[src/hw/jump_ctrl_pkg.sv]
`default_nettype none

package jump_ctrl_pkg;

	// Address and instruction words
	typedef logic [31:0] addr_t;
	typedef logic [31:0] inst_t;

	// RV32 opcode field
	typedef logic [6:0] opcode_t;

	localparam opcode_t OPC_JAL    = 7'b1101111;
	localparam opcode_t OPC_BRANCH = 7'b1100011;
	localparam opcode_t OPC_JALR   = 7'b1100111;

	// Register numbers, x1 and x5 are the link registers
	typedef logic [4:0] reg_idx_t;

	localparam reg_idx_t REG_ZERO = 5'd0;
	localparam reg_idx_t REG_RA   = 5'd1;
	localparam reg_idx_t REG_T0   = 5'd5;

	typedef logic [2:0] ras_ptr_t; // Eight entry RAS

	// Two-bit saturating counter
	typedef logic [1:0] ctr2_t;

	localparam ctr2_t CTR_WEAK_NT = 2'd1;

	typedef logic [4:0] slot_vec_t; // One bit per fetch slot

endpackage

`default_nettype wire

[src/hw/fetch_slot_decoder.sv]
`timescale 1ns/1ps
`default_nettype none

module fetch_slot_decoder (
	input  logic                      base_valid_i,
	input  jump_ctrl_pkg::addr_t      pc_0_i,
	input  jump_ctrl_pkg::addr_t      pc_1_i,
	input  jump_ctrl_pkg::addr_t      pc_2_i,
	input  jump_ctrl_pkg::addr_t      pc_3_i,
	input  jump_ctrl_pkg::addr_t      pc_4_i,
	input  jump_ctrl_pkg::inst_t      inst_0_i,
	input  jump_ctrl_pkg::inst_t      inst_1_i,
	input  jump_ctrl_pkg::inst_t      inst_2_i,
	input  jump_ctrl_pkg::inst_t      inst_3_i,
	input  jump_ctrl_pkg::inst_t      inst_4_i,
	input  jump_ctrl_pkg::slot_vec_t  taken_slots_i,
	output logic                      jump_0_o,
	output logic                      jump_1_o,
	output logic                      jump_2_o,
	output logic                      jump_3_o,
	output logic                      jump_4_o,
	output logic                      jalr_0_o,
	output logic                      jalr_1_o,
	output logic                      jalr_2_o,
	output logic                      jalr_3_o,
	output logic                      jalr_4_o,
	output jump_ctrl_pkg::slot_vec_t  branch_slots_o,
	output jump_ctrl_pkg::slot_vec_t  jalr_slots_o,
	output jump_ctrl_pkg::slot_vec_t  call_slots_o,
	output jump_ctrl_pkg::slot_vec_t  return_slots_o,
	output jump_ctrl_pkg::addr_t      link_addr_0_o,
	output jump_ctrl_pkg::addr_t      link_addr_1_o,
	output jump_ctrl_pkg::addr_t      link_addr_2_o,
	output jump_ctrl_pkg::addr_t      link_addr_3_o,
	output jump_ctrl_pkg::addr_t      link_addr_4_o
);

	jump_ctrl_pkg::addr_t      pc_a [5];
	jump_ctrl_pkg::inst_t      inst_a [5];
	jump_ctrl_pkg::addr_t      link_a [5];
	jump_ctrl_pkg::slot_vec_t  jump_v;
	jump_ctrl_pkg::slot_vec_t  jalr_v;
	logic [4:0]                active; // Slot k still counts

	assign pc_a[0] = pc_0_i;
	assign pc_a[1] = pc_1_i;
	assign pc_a[2] = pc_2_i;
	assign pc_a[3] = pc_3_i;
	assign pc_a[4] = pc_4_i;
	assign inst_a[0] = inst_0_i;
	assign inst_a[1] = inst_1_i;
	assign inst_a[2] = inst_2_i;
	assign inst_a[3] = inst_3_i;
	assign inst_a[4] = inst_4_i;

	assign active[0] = base_valid_i; // Slot 0 only needs a valid group

	//////////////////////////////////////////////////
	// Per-slot decode and block chain
	//////////////////////////////////////////////////
	for (genvar k = 0; k < 5; k++) begin : g_slot
		jump_ctrl_pkg::opcode_t  opc;
		jump_ctrl_pkg::reg_idx_t rd;
		jump_ctrl_pkg::reg_idx_t rs1;
		logic                    is_jal;
		logic                    is_br;
		logic                    is_jalr;
		logic                    link_rd;
		logic                    link_rs1;

		assign opc = inst_a[k][6:0];
		assign rd  = inst_a[k][11:7];
		assign rs1 = inst_a[k][19:15];

		assign is_jal  = (opc == jump_ctrl_pkg::OPC_JAL);
		assign is_br   = (opc == jump_ctrl_pkg::OPC_BRANCH);
		assign is_jalr = (opc == jump_ctrl_pkg::OPC_JALR);

		assign link_rd  = (rd == jump_ctrl_pkg::REG_RA) || (rd == jump_ctrl_pkg::REG_T0);
		assign link_rs1 = (rs1 == jump_ctrl_pkg::REG_RA) || (rs1 == jump_ctrl_pkg::REG_T0);

		assign jump_v[k] = active[k] & (is_jal | (is_br & taken_slots_i[k]));
		assign jalr_v[k] = active[k] & is_jalr;

		// Redirect in this slot kills all later slots
		if (k < 4) begin : g_next
			assign active[k+1] = active[k] & ~jump_v[k] & ~jalr_v[k];
		end

		assign branch_slots_o[k] = active[k] & is_br;
		assign call_slots_o[k]   = active[k] & (is_jal | is_jalr) & link_rd;
		assign return_slots_o[k] = jalr_v[k] & link_rs1 & (rd == jump_ctrl_pkg::REG_ZERO);
		assign link_a[k]         = pc_a[k] + 32'd4;
	end

	assign jalr_slots_o = jalr_v;

	assign jump_0_o = jump_v[0];
	assign jump_1_o = jump_v[1];
	assign jump_2_o = jump_v[2];
	assign jump_3_o = jump_v[3];
	assign jump_4_o = jump_v[4];
	assign jalr_0_o = jalr_v[0];
	assign jalr_1_o = jalr_v[1];
	assign jalr_2_o = jalr_v[2];
	assign jalr_3_o = jalr_v[3];
	assign jalr_4_o = jalr_v[4];

	assign link_addr_0_o = link_a[0];
	assign link_addr_1_o = link_a[1];
	assign link_addr_2_o = link_a[2];
	assign link_addr_3_o = link_a[3];
	assign link_addr_4_o = link_a[4];

endmodule

`default_nettype wire

[src/hw/tournament_predictor.sv]
`timescale 1ns/1ps
`default_nettype none

module tournament_predictor #(
	parameter int ENTRIES     = 32,
	parameter int INDEX_WIDTH = $clog2(ENTRIES)
) (
	input  logic                      clk,
	input  logic                      rst_n_i,
	input  logic                      base_valid_i,
	input  jump_ctrl_pkg::addr_t      pc_0_i,
	input  jump_ctrl_pkg::addr_t      pc_1_i,
	input  jump_ctrl_pkg::addr_t      pc_2_i,
	input  jump_ctrl_pkg::addr_t      pc_3_i,
	input  jump_ctrl_pkg::addr_t      pc_4_i,
	input  jump_ctrl_pkg::slot_vec_t  branch_slots_i,
	input  logic                      upd_valid_i,
	input  jump_ctrl_pkg::addr_t      upd_pc_i,
	input  logic                      upd_taken_i,
	input  logic                      upd_mispredict_i,
	input  logic [INDEX_WIDTH-1:0]    upd_history_i,
	output jump_ctrl_pkg::slot_vec_t  taken_slots_o,
	output logic [INDEX_WIDTH-1:0]    global_history_0_o,
	output logic [INDEX_WIDTH-1:0]    global_history_1_o,
	output logic [INDEX_WIDTH-1:0]    global_history_2_o,
	output logic [INDEX_WIDTH-1:0]    global_history_3_o,
	output logic [INDEX_WIDTH-1:0]    global_history_4_o
);

	jump_ctrl_pkg::ctr2_t bim_tbl [ENTRIES];
	jump_ctrl_pkg::ctr2_t gsh_tbl [ENTRIES];
	jump_ctrl_pkg::ctr2_t cho_tbl [ENTRIES]; // Counter >= 2 picks gshare

	logic [INDEX_WIDTH-1:0] ghr;
	logic [INDEX_WIDTH-1:0] hist [6]; // History seen by each slot, hist[5] is next ghr
	jump_ctrl_pkg::addr_t   pc_a [5];

	logic [INDEX_WIDTH-1:0] upd_bim_idx;
	logic [INDEX_WIDTH-1:0] upd_gsh_idx;
	logic                   upd_bim_ok;
	logic                   upd_gsh_ok;

	function automatic jump_ctrl_pkg::ctr2_t ctr_step(input jump_ctrl_pkg::ctr2_t ctr,
			input logic up);
		ctr_step = ctr;
		if (up && ctr != 2'b11)
			ctr_step = ctr + 2'd1;
		else if (!up && ctr != 2'b00)
			ctr_step = ctr - 2'd1;
	endfunction

	assign pc_a[0] = pc_0_i;
	assign pc_a[1] = pc_1_i;
	assign pc_a[2] = pc_2_i;
	assign pc_a[3] = pc_3_i;
	assign pc_a[4] = pc_4_i;

	//////////////////////////////////////////////////
	// Lookup with in-group history chain
	//////////////////////////////////////////////////
	assign hist[0] = ghr;

	for (genvar k = 0; k < 5; k++) begin : g_slot
		logic [INDEX_WIDTH-1:0] bim_idx;
		logic [INDEX_WIDTH-1:0] gsh_idx;
		logic                   use_gsh;

		assign bim_idx = pc_a[k][INDEX_WIDTH+1:2];
		assign gsh_idx = bim_idx ^ hist[k];
		assign use_gsh = cho_tbl[bim_idx][1];

		assign taken_slots_o[k] = use_gsh ? gsh_tbl[gsh_idx][1] : bim_tbl[bim_idx][1];

		// Only active branches shift their guess in
		assign hist[k+1] = branch_slots_i[k] ?
				{hist[k][INDEX_WIDTH-2:0], taken_slots_o[k]} : hist[k];
	end

	assign global_history_0_o = hist[0];
	assign global_history_1_o = hist[1];
	assign global_history_2_o = hist[2];
	assign global_history_3_o = hist[3];
	assign global_history_4_o = hist[4];

	//////////////////////////////////////////////////
	// Training
	//////////////////////////////////////////////////
	assign upd_bim_idx = upd_pc_i[INDEX_WIDTH+1:2];
	assign upd_gsh_idx = upd_bim_idx ^ upd_history_i;
	assign upd_bim_ok  = (bim_tbl[upd_bim_idx][1] == upd_taken_i);
	assign upd_gsh_ok  = (gsh_tbl[upd_gsh_idx][1] == upd_taken_i);

	always_ff @(posedge clk) begin
		if (!rst_n_i) begin
			for (int i = 0; i < ENTRIES; i++) begin
				bim_tbl[i] <= jump_ctrl_pkg::CTR_WEAK_NT;
				gsh_tbl[i] <= jump_ctrl_pkg::CTR_WEAK_NT;
				cho_tbl[i] <= jump_ctrl_pkg::CTR_WEAK_NT; // Weakly bimodal
			end
		end else if (upd_valid_i) begin
			bim_tbl[upd_bim_idx] <= ctr_step(bim_tbl[upd_bim_idx], upd_taken_i);
			gsh_tbl[upd_gsh_idx] <= ctr_step(gsh_tbl[upd_gsh_idx], upd_taken_i);
			if (upd_bim_ok != upd_gsh_ok)
				cho_tbl[upd_bim_idx] <= ctr_step(cho_tbl[upd_bim_idx], upd_gsh_ok);
		end
	end

	// Repair beats the speculative shift
	always_ff @(posedge clk) begin
		if (!rst_n_i)
			ghr <= '0;
		else if (upd_valid_i && upd_mispredict_i)
			ghr <= {upd_history_i[INDEX_WIDTH-2:0], upd_taken_i};
		else if (base_valid_i)
			ghr <= hist[5];
	end

endmodule

`default_nettype wire

[src/hw/jalr_predictor.sv]
`timescale 1ns/1ps
`default_nettype none

module jalr_predictor #(
	parameter int TARGET_ENTRIES = 16
) (
	input  logic                      clk,
	input  logic                      rst_n_i,
	input  logic                      base_valid_i,
	input  jump_ctrl_pkg::addr_t      pc_0_i,
	input  jump_ctrl_pkg::addr_t      pc_1_i,
	input  jump_ctrl_pkg::addr_t      pc_2_i,
	input  jump_ctrl_pkg::addr_t      pc_3_i,
	input  jump_ctrl_pkg::addr_t      pc_4_i,
	input  jump_ctrl_pkg::slot_vec_t  jalr_slots_i,
	input  jump_ctrl_pkg::slot_vec_t  call_slots_i,
	input  jump_ctrl_pkg::slot_vec_t  return_slots_i,
	input  jump_ctrl_pkg::addr_t      link_addr_0_i,
	input  jump_ctrl_pkg::addr_t      link_addr_1_i,
	input  jump_ctrl_pkg::addr_t      link_addr_2_i,
	input  jump_ctrl_pkg::addr_t      link_addr_3_i,
	input  jump_ctrl_pkg::addr_t      link_addr_4_i,
	input  logic                      jalr_upd_valid_i,
	input  jump_ctrl_pkg::addr_t      jalr_upd_pc_i,
	input  jump_ctrl_pkg::addr_t      jalr_upd_target_i,
	input  logic                      ras_restore_en_i,
	input  jump_ctrl_pkg::ras_ptr_t   ras_restore_tos_i,
	output logic                      jalr_pred_valid_o,
	output jump_ctrl_pkg::addr_t      jalr_pred_target_o,
	output jump_ctrl_pkg::ras_ptr_t   ras_tos_checkpoint_o
);

	localparam int TGT_IDX_W = $clog2(TARGET_ENTRIES);

	jump_ctrl_pkg::addr_t    ras [8];
	jump_ctrl_pkg::ras_ptr_t tos;
	jump_ctrl_pkg::addr_t    tgt_tbl [TARGET_ENTRIES]; // Target cache payload
	logic [TARGET_ENTRIES-1:0] tgt_vld;

	jump_ctrl_pkg::addr_t pc_a [5];
	jump_ctrl_pkg::addr_t link_a [5];
	jump_ctrl_pkg::addr_t sel_pc;
	jump_ctrl_pkg::addr_t push_addr;
	logic                 sel_ret;
	logic [TGT_IDX_W-1:0] sel_idx;
	logic [TGT_IDX_W-1:0] upd_idx;

	assign pc_a[0] = pc_0_i;
	assign pc_a[1] = pc_1_i;
	assign pc_a[2] = pc_2_i;
	assign pc_a[3] = pc_3_i;
	assign pc_a[4] = pc_4_i;
	assign link_a[0] = link_addr_0_i;
	assign link_a[1] = link_addr_1_i;
	assign link_a[2] = link_addr_2_i;
	assign link_a[3] = link_addr_3_i;
	assign link_a[4] = link_addr_4_i;

	// Lowest active JALR and lowest call win
	always_comb begin
		sel_pc    = pc_a[0];
		sel_ret   = 1'b0;
		push_addr = link_a[0];
		for (int k = 4; k >= 0; k--) begin
			if (jalr_slots_i[k]) begin
				sel_pc  = pc_a[k];
				sel_ret = return_slots_i[k];
			end
			if (call_slots_i[k])
				push_addr = link_a[k];
		end
	end

	//////////////////////////////////////////////////
	// Prediction
	//////////////////////////////////////////////////
	assign sel_idx = sel_pc[TGT_IDX_W+1:2];
	assign upd_idx = jalr_upd_pc_i[TGT_IDX_W+1:2];

	assign jalr_pred_valid_o  = (|jalr_slots_i) & (sel_ret | tgt_vld[sel_idx]);
	assign jalr_pred_target_o = sel_ret ? ras[tos] : tgt_tbl[sel_idx];

	assign ras_tos_checkpoint_o = tos;

	// RAS, restore first, then pop, then push
	always_ff @(posedge clk) begin
		if (!rst_n_i) begin
			tos <= '0;
			for (int i = 0; i < 8; i++)
				ras[i] <= '0;
		end else if (ras_restore_en_i) begin
			tos <= ras_restore_tos_i;
		end else if (base_valid_i && |return_slots_i) begin
			tos <= tos - 3'd1;
		end else if (base_valid_i && |call_slots_i) begin
			ras[tos + 3'd1] <= push_addr;
			tos             <= tos + 3'd1;
		end
	end

	always_ff @(posedge clk) begin
		if (!rst_n_i)
			tgt_vld <= '0;
		else if (jalr_upd_valid_i)
			tgt_vld[upd_idx] <= 1'b1;
	end

	always_ff @(posedge clk) begin
		if (jalr_upd_valid_i)
			tgt_tbl[upd_idx] <= jalr_upd_target_i; // Aliasing PCs overwrite
	end

endmodule

`default_nettype wire

[src/hw/jump_controller.sv]
`timescale 1ns/1ps
`default_nettype none

module jump_controller #(
	parameter int ENTRIES        = 32,
	parameter int TARGET_ENTRIES = 16
) (
	input  logic                     clk,
	input  logic                     rst_n_i,
	input  logic                     base_valid_i,
	input  jump_ctrl_pkg::addr_t     pc_0_i,
	input  jump_ctrl_pkg::addr_t     pc_1_i,
	input  jump_ctrl_pkg::addr_t     pc_2_i,
	input  jump_ctrl_pkg::addr_t     pc_3_i,
	input  jump_ctrl_pkg::addr_t     pc_4_i,
	input  jump_ctrl_pkg::inst_t     inst_0_i,
	input  jump_ctrl_pkg::inst_t     inst_1_i,
	input  jump_ctrl_pkg::inst_t     inst_2_i,
	input  jump_ctrl_pkg::inst_t     inst_3_i,
	input  jump_ctrl_pkg::inst_t     inst_4_i,
	// Branch resolution
	input  logic                     upd_valid_i,
	input  jump_ctrl_pkg::addr_t     upd_pc_i,
	input  logic                     upd_taken_i,
	input  logic                     upd_mispredict_i,
	input  logic [$clog2(ENTRIES)-1:0] upd_history_i,
	// JALR resolution
	input  logic                     jalr_upd_valid_i,
	input  jump_ctrl_pkg::addr_t     jalr_upd_pc_i,
	input  jump_ctrl_pkg::addr_t     jalr_upd_target_i,
	input  logic                     ras_restore_en_i,
	input  jump_ctrl_pkg::ras_ptr_t  ras_restore_tos_i,
	output logic                     jump_0_o,
	output logic                     jump_1_o,
	output logic                     jump_2_o,
	output logic                     jump_3_o,
	output logic                     jump_4_o,
	output logic                     jalr_0_o,
	output logic                     jalr_1_o,
	output logic                     jalr_2_o,
	output logic                     jalr_3_o,
	output logic                     jalr_4_o,
	output logic [$clog2(ENTRIES)-1:0] global_history_0_o,
	output logic [$clog2(ENTRIES)-1:0] global_history_1_o,
	output logic [$clog2(ENTRIES)-1:0] global_history_2_o,
	output logic [$clog2(ENTRIES)-1:0] global_history_3_o,
	output logic [$clog2(ENTRIES)-1:0] global_history_4_o,
	output logic                     jalr_pred_valid_o,
	output jump_ctrl_pkg::addr_t     jalr_pred_target_o,
	output jump_ctrl_pkg::ras_ptr_t  ras_tos_checkpoint_o
);

	localparam int INDEX_WIDTH = $clog2(ENTRIES);

	jump_ctrl_pkg::slot_vec_t taken_slots;
	jump_ctrl_pkg::slot_vec_t branch_slots; // Already gated by the block chain
	jump_ctrl_pkg::slot_vec_t jalr_slots;
	jump_ctrl_pkg::slot_vec_t call_slots;
	jump_ctrl_pkg::slot_vec_t return_slots;
	jump_ctrl_pkg::addr_t     link_addr_0;
	jump_ctrl_pkg::addr_t     link_addr_1;
	jump_ctrl_pkg::addr_t     link_addr_2;
	jump_ctrl_pkg::addr_t     link_addr_3;
	jump_ctrl_pkg::addr_t     link_addr_4;

	fetch_slot_decoder u_decoder (
		.taken_slots_i  (taken_slots),
		.branch_slots_o (branch_slots),
		.jalr_slots_o   (jalr_slots),
		.call_slots_o   (call_slots),
		.return_slots_o (return_slots),
		.link_addr_0_o  (link_addr_0),
		.link_addr_1_o  (link_addr_1),
		.link_addr_2_o  (link_addr_2),
		.link_addr_3_o  (link_addr_3),
		.link_addr_4_o  (link_addr_4),
		.*
	);

	tournament_predictor #(
		.ENTRIES     (ENTRIES),
		.INDEX_WIDTH (INDEX_WIDTH)
	) u_dir_pred (
		.branch_slots_i (branch_slots),
		.taken_slots_o  (taken_slots),
		.*
	);

	jalr_predictor #(
		.TARGET_ENTRIES (TARGET_ENTRIES)
	) u_jalr_pred (
		.jalr_slots_i   (jalr_slots),
		.call_slots_i   (call_slots),
		.return_slots_i (return_slots),
		.link_addr_0_i  (link_addr_0),
		.link_addr_1_i  (link_addr_1),
		.link_addr_2_i  (link_addr_2),
		.link_addr_3_i  (link_addr_3),
		.link_addr_4_i  (link_addr_4),
		.*
	);

endmodule

`default_nettype wire

[config.mk]
export PLATFORM = sky130hd
export DESIGN_NAME = jump_controller
export DESIGN_NICKNAME = d
export VERILOG_FILES = /design/src/hw/jump_ctrl_pkg.sv /design/src/hw/fetch_slot_decoder.sv /design/src/hw/tournament_predictor.sv /design/src/hw/jalr_predictor.sv /design/src/hw/jump_controller.sv
export SDC_FILE = /design/constraint.sdc
export NUM_CORES = 2
export LEC_CHECK = 0
export BUFFER_PORTS_ARGS = -buffer_cell sky130_fd_sc_hd__buf_2
export CAP_MARGIN = 20
export CORE_ASPECT_RATIO = 0.8
export CORE_MARGIN = 2
export CORE_UTILIZATION = 43
export CTS_CLUSTER_SIZE = 30
export DETAILED_ROUTE_END_ITERATION = 8
export GPL_ROUTABILITY_DRIVEN = 0
export HOLD_SLACK_MARGIN = 0.1
export MAX_ROUTING_LAYER = met4
export PLACE_DENSITY_LB_ADDON = 0.08
export SKIP_CTS_REPAIR_TIMING = 1
export SLEW_MARGIN = 20
export SYNTH_ARGS = -nofsm -noshare
export SYNTH_HDL_FRONTEND = slang
export SYNTH_HIERARCHICAL = 1
export SYNTH_SLANG_ARGS = --single-unit
[constraint.sdc]
create_clock -name clk -period 19.85 [get_ports clk]
set_clock_uncertainty 0.1 [all_clocks]
set_input_delay 3.97 -clock clk [delete_from_list [all_inputs] [get_ports clk]]
set_output_delay 3.97 -clock clk [all_outputs]
set_load 0.03 [all_outputs]
Word level (Yosys, flattened, before mapping):

Memory sizes are Yosys's and may differ from the RTL's. A register that Yosys moved wholly into a read port is not among the register bits.
Cells that the tools add are included.

* register bits after elaboration: 24
* memories kept: 5
* word-level logic and storage cells: 256
* RAM bits: 960

* magnitude comparators: 3
* equal/unequal tests: 41
* bitwise logic cells: 75
* mux-type cells: 77
* reduce and logical (&&, ||, !) cells: 39
* $add $sub $neg: 13

Memories
* u_jalr_pred.tgt_tbl: depth 16, width 32, rd ports 1, clocked after Yosys merged registers in 0, wr ports 1, line jalr_predictor.sv:37 `jump_ctrl_pkg::addr_t tgt_tbl [TARGET_ENTRIES];`
* u_jalr_pred.ras: depth 8, width 32, rd ports 1, clocked after Yosys merged registers in 1, wr ports 8, line jalr_predictor.sv:35 `jump_ctrl_pkg::addr_t ras [8];`
* u_dir_pred.bim_tbl: depth 32, width 2, rd ports 6, clocked after Yosys merged registers in 0, wr ports 32, line tournament_predictor.sv:30 `jump_ctrl_pkg::ctr2_t bim_tbl [ENTRIES];`
* u_dir_pred.cho_tbl: depth 32, width 2, rd ports 6, clocked after Yosys merged registers in 0, wr ports 32, line tournament_predictor.sv:32 `jump_ctrl_pkg::ctr2_t cho_tbl [ENTRIES];`
* u_dir_pred.gsh_tbl: depth 32, width 2, rd ports 6, clocked after Yosys merged registers in 0, wr ports 32, line tournament_predictor.sv:31 `jump_ctrl_pkg::ctr2_t gsh_tbl [ENTRIES];`

Operators by type and width (number)
* $mux 32: 7
* $add 32x3->32 const B: 5
* $eq 7x7->1 const B: 15
* $eq 5x1->1 const B: 10
* $eq 5x3->1 const B: 10
* $mux 5: 10
* $and 1x1->1: 49
* $mux 2: 16
* $reduce_or 32->1: 1
* $mux 1: 31
* $mux 6: 5
* $xor 5x5->5: 6
* $logic_not 5->1: 5
* $mux 3: 6
* $or 16x16->16: 1
* $reduce_or 5->1: 3
* $or 1x1->1: 11
* $logic_and 1x1->1: 10
* $logic_or 1x1->1: 10
* $lt 4x5->1 const B: 2
* $not 1->1: 8
* $reduce_bool 2->1: 4
* $add 2x1->2 const B: 3
* $ne 2x2->1 const B: 3
* 11 further kinds: 17

Logic depth before layout (Yosys ltp):

An unclocked memory read counts as a cell.

* depth after elaboration: 35
* mapped depth: 44
* gate-level depth less buffers: 36

Hierarchy:

Netlist, hierarchy kept.

Modules (own cells, without submodules)
* jalr_predictor: area an instance 36566.3 µm², cells each 2697, times used 1
* tournament_predictor: area an instance 15148.3 µm², cells each 1424, times used 1
* fetch_slot_decoder: area an instance 3390.8 µm², cells each 506, times used 1

Least setup slack after synthesis:

Ideal clock, no wire load.

* kind: input-to-output
* start: in pc_0_i[2]
* end: out jalr_pred_target_o[10]
* path buffers: 8
* arrival: 14.628 ns
* cell stages on the path: 40
* path slack: 1.152 ns
* data required time: 15.780 ns
* path through: buf_2 -> xnor2_2 -> mux4_1 -> mux2_2 -> a22oi_1 -> and3_1 -> buf_6 -> mux2i_1 -> nor2b_1 -> o211ai_2 -> nand4_1 -> nor3_1 -> clkbuf_1 -> mux2i_1 -> xnor2_1 -> buf_2 -> mux2i_1 -> nand2_1 -> [4 not listed] -> a211oi_4 -> nor2b_1 -> a2111oi_4 -> o31ai_1 -> a21oi_1 -> o211ai_1 -> nor4b_1 -> buf_4 -> nor3b_1 -> o311a_4 -> buf_2 -> buf_2 -> buf_2 -> nand2_1 -> a21oi_1 -> a211oi_1 -> or4_1 -> a221oi_1

* longest elaborated chain between the ends: 33
* elaborated cells on any way between the ends: 67

RTL lines
* start, declared: line jump_controller.sv:11 `input jump_ctrl_pkg::addr_t pc_0_i,`
* $xor 5x5->5: line tournament_predictor.sv:69 `assign gsh_idx = bim_idx ^ hist[k];`
* $mem_v2 32x2
* $mux 1 *: line tournament_predictor.sv:72 `assign taken_slots_o[k] = use_gsh ? gsh_tbl[gsh_idx][1] : bim_tbl[bim_idx][1];`
* via taken_slots[0]: line jump_controller.sv:55 `jump_ctrl_pkg::slot_vec_t taken_slots;`
* $and 1x1->1 *: line fetch_slot_decoder.sv:82 `assign jump_v[k] = active[k] & (is_jal | (is_br & taken_slots_i[k]));`
* $or 1x1->1 *: line fetch_slot_decoder.sv:82
* $and 1x1->1 *: line fetch_slot_decoder.sv:82
* $not 1->1 *: line fetch_slot_decoder.sv:87 `assign active[k+1] = active[k] & ~jump_v[k] & ~jalr_v[k];`
* [3 not listed]
* via branch_slots[1]: line jump_controller.sv:56 `jump_ctrl_pkg::slot_vec_t branch_slots;`
* [1 not listed]
* via global_history_2_o[2]: line jump_controller.sv:45 `output logic [$clog2(ENTRIES)-1:0] global_history_2_o,`
* [7 not listed]
* via taken_slots[3]: line jump_controller.sv:55
* [1 not listed]
* $or 1x1->1 *: line fetch_slot_decoder.sv:82
* $and 1x1->1 *: line fetch_slot_decoder.sv:82
* $not 1->1 *: line fetch_slot_decoder.sv:87
* $and 1x1->1 * (2 in a row): line fetch_slot_decoder.sv:87
* $and 1x1->1 *: line fetch_slot_decoder.sv:83 `assign jalr_v[k] = active[k] & is_jalr;`
* via jalr_4_o: line jump_controller.sv:42 `output logic jalr_4_o,`
* parallel branches: the longest is 7 deep, another holds $mem_v2 16x32
* $mux 32 *: line jalr_predictor.sv:81 `assign jalr_pred_target_o = sel_ret ? ras[tos] : tgt_tbl[sel_idx];`
* end, declared: line jump_controller.sv:49 `output jump_ctrl_pkg::addr_t jalr_pred_target_o,`

Mark *: on every way through the listed nets, which the timed path passes.

Final worst setup path:

* start: in pc_0_i[2]
* end: out jalr_pred_target_o[8]

* longest elaborated chain between the ends: 33
* elaborated cells on any way between the ends: 67

RTL lines (line)
* $xor 5x5->5: tournament_predictor.sv:69
* $mem_v2 32x2
* $mux 1 *: tournament_predictor.sv:72
* via taken_slots[0]: jump_controller.sv:55
* $and 1x1->1 *: fetch_slot_decoder.sv:82
* $or 1x1->1 *: fetch_slot_decoder.sv:82
* $and 1x1->1 *: fetch_slot_decoder.sv:82
* $not 1->1 *: fetch_slot_decoder.sv:87
* [3 not listed]
* via branch_slots[1]: jump_controller.sv:56
* [8 not listed]
* via taken_slots[3]: jump_controller.sv:55
* $and 1x1->1 *: fetch_slot_decoder.sv:82
* $or 1x1->1 *: fetch_slot_decoder.sv:82
* $and 1x1->1 *: fetch_slot_decoder.sv:82
* $not 1->1 *: fetch_slot_decoder.sv:87
* $and 1x1->1 * (2 in a row): fetch_slot_decoder.sv:87
* $and 1x1->1 *: fetch_slot_decoder.sv:83
* parallel branches: the longest is 7 deep, another holds $mem_v2 16x32
* $mux 32 *: jalr_predictor.sv:81

Marked as above.

==> impl_metrics.yaml <==
sta:
  relSlewSlack_pct: 13.3
  tightest_slew_ns: 1.30
  hold_viol: 0
  finalMaxSlewViolations: 0
  fmax_mhz: 51.7
  setup_tns_ns: 0
  rsz0062_at_grt: "no"
  final.period_utilization_pct: 97.5
  setup_viol: 0
  fin_crit_ns: 19.35
worst_setup_path:
  path_delay_family: "compound AO/OA/AOI/OAI gates"
  worstSetupStartpointType: "primary input"
  max_stage_delay_ns: 0.72
  crit_type: "in -> out"
  path_max_fanout: 44
  slowest_stage: "o31ai_1"
  critPathCaptureType: "output pin"
  critical_path_arrival_ns: 15.28
  crit_cells: 38
  r2r_cells: 36
  critPathBufInv: 5
  cp.required_ns: 15.78
pwr:
  powerDensity_nw_per_um2: 79.3
  p_leak_nw: 21.1
  power_frac_clock_pct: 38.0
  swShare_pct: 26.4
  p_int_mw: 3.65
  p_seq_share_pct: 47.7
  netSwitchingPower_mw: 1.31
  total_power_mw: 4.96
  power_frac_comb_pct: 14.3
  peakVddDrop_mv: 0.0614
routing:
  viasPerCell: 6.21
  firstDrtPassIters: 6
  drtAntennaViolNets: 0
  met1_length_microns: 82600
  num_vias: 41335
  routed-wl-met2_microns: 82500
  wl_microns: 185000
  drc: 0
  top_layer: "met4"
  drt_iter0_markers: 4523
  dr_wl_met3_microns: 15300
  wl_per_cell_microns: 27.8
synthesis:
  synth_seq_area_share_pct: 53.3
  synth-main-ff-cell: "edfxtp_1"
  synth-edff-count: 960
  ys_warn_count: 6
  syn-num-nets: 5072
  syn_avg_cell_area_sq_um: 11.9
  async_flop_share_pct: 0
  synth_area_sq_um: 55100
  synth_top_cell_by_area: "edfxtp_1"
  synth_top_area_share_pct: 52.3
  synth.distinct_cells: 97
  synthTopCellsByArea: "edfxtp_1, mux4_2, mux2i_1, mux2_2, nand2_1"
  synth-seq-cells: 987
  syn_inst: 4627
clocking:
  clk_pin_slew_ns: 0.06
  clockBufferDepth: 3
  tritoncts: "yes"
  cts_sinks: 987
  htree_levels: 3
  insertion_delay_ns: 0.72
  cts-root-buf: "clkbuf_16"
  numCtsBuffers: 104
die:
  start_util_pct: 43.3
  die_h_microns: 324
  ios: 503
  die_area_sq_um: 131000
  fp.dieW_microns: 404
  coreArea_sq_um: 127000
  std_cell_rows: 117
layout:
  nets: 5348
  synthToLayoutAreaGrowth_pct: 13.6
  multi_input_area_sq_um: 24500
  regArea_sq_um: 29400
  drive_above_1_share_pct: 23.5
  fill_cells: 11255
  layout_common_cells: "edfxtp_1, nand2_1, nor2_1"
  layout_commonest_cell: "edfxtp_1"
hold_path:
  hp-class: "reg -> reg"
  hold_path_depth: 1
run:
  maxCapViolations: 0
placed_design:
  port_buffers: 367
  dp_hpwl_microns: 119000
grt:
  grt_usage_pct: 28.6
  grt_max_degree: 145
  grt_antenna_before_repair: 10
  grt-ovfl-total: 0
  grt_pass1_wl_microns: 268000
  grt_pass1_vias: 39335
status:
  status: "complete, no violations"
## cells in the mapped netlist (6+ instances only)
| cell | n |
|---|---|
| a211oi_1 | 174 |
| a21oi_1 | 162 |
| a221o_1 | 31 |
| a221oi_1 | 37 |
| a22oi_1 | 35 |
| a31oi_1 | 11 |
| and2_1 | 23 |
| and3_1 | 28 |
| and4_1 | 18 |
| buf_1 | 33 |
| buf_2 | 64 |
| buf_4 | 26 |
| buf_6 | 7 |
| clkbuf_1 | 215 |
| dfxtp_1 | 27 |
| edfxtp_1 | 960 |
| ha_1 | 13 |
| inv_1 | 49 |
| mux2_2 | 200 |
| mux2i_1 | 270 |
| mux4_2 | 204 |
| nand2_1 | 553 |
| nand2b_1 | 15 |
| nand3_1 | 284 |
| nand3b_1 | 7 |
| nand4_1 | 48 |
| nand4b_1 | 6 |
| nor2_1 | 489 |
| nor2b_1 | 53 |
| nor3_1 | 38 |
| nor3b_1 | 18 |
| nor4_1 | 22 |
| nor4b_1 | 13 |
| o211ai_1 | 6 |
| o21a_1 | 18 |
| o21ai_0 | 92 |
| o22ai_1 | 38 |
| or2_2 | 8 |
| or3_1 | 10 |
| or4_1 | 34 |
| xnor2_1 | 121 |
| xor2_1 | 65 |
## path summary, 6_finish.rpt
path / startpoint / endpoint / slack, ns
worst max-delay path: pc_0_i[2] / jalr_pred_target_o[8] / 0.50
worst min-delay path: u_jalr_pred/tgt_vld[9] / u_jalr_pred/tgt_vld[9] / 0.37
worst max register to register: u_dir_pred/global_history_0_o[0] / u_jalr_pred/ras[4][9] / 7.61
worst min register to register: u_jalr_pred/tgt_vld[9] / u_jalr_pred/tgt_vld[9] / 0.37
## power groups by stage
stage	logic (mW)	clock network (mW)	registers (mW)
after floorplan	0.440	0	2.40
after global placement	0.696	0	2.41
after detailed placement	0.700	0	2.41
after CTS	0.702	1.92	2.37
after global routing	0.752	2.00	2.37
final	0.709	1.89	2.37
## flip-flops by register name (all words and copies together), names as in the netlist, named ones only
register                          count
u_dir_pred/bim_tbl                   64
u_dir_pred/cho_tbl                   64
u_dir_pred/global_history_0_o         5
u_dir_pred/gsh_tbl                   64
u_jalr_pred/ras                     256
u_jalr_pred/ras_tos_checkpoint_o      3
u_jalr_pred/tgt_tbl                 512
u_jalr_pred/tgt_vld                  16
## cell type report
type	count	share of cell area (%)
diodes	8	0.0320
clock buffers	125	4.32
clock inverters	64	0.864
inverters	50	0.300
multi-input cells	3242	39.1
flip-flops and latches	987	46.9
well taps	1666	3.33
repair buffers	518	5.14
## per-stage QoR
step	utilization, %	worst slack [ns]	hold WS (ns)	std cells	instance area [sq um]
after CTS	49.2	0.576	0.368	6651	62500
final	49.2	0.503	0.365	6660	62600
after floorplan	-	1.15	0.335	4627	55100
after detailed placement	46.6	0.629	0.353	6462	59300
after global routing	49.2	0.0451	0.396	6658	62600
after global placement	46.6	0.665	0.343	6462	59300
## cell families after synthesis
kind of cell,count (synthesis),synth area share [%]
DFF,987,53.3
muxes,683,17.6
AOI/OAI and AO/OA,671,8.49
and+or+nand+nor,1687,14.2
adders and majority gates,13,0.295
buffers and inverters,398,3.14
xor gates and xnor gates,188,3.02
## metal layers
metal	track usage, %	vias up
met2	42.3	1884
met4	7.76	0
met1	40.8	20968
li1	-	18206
met3	4.71	277
met5	-	-
Power figures use the tool's default switching activity.
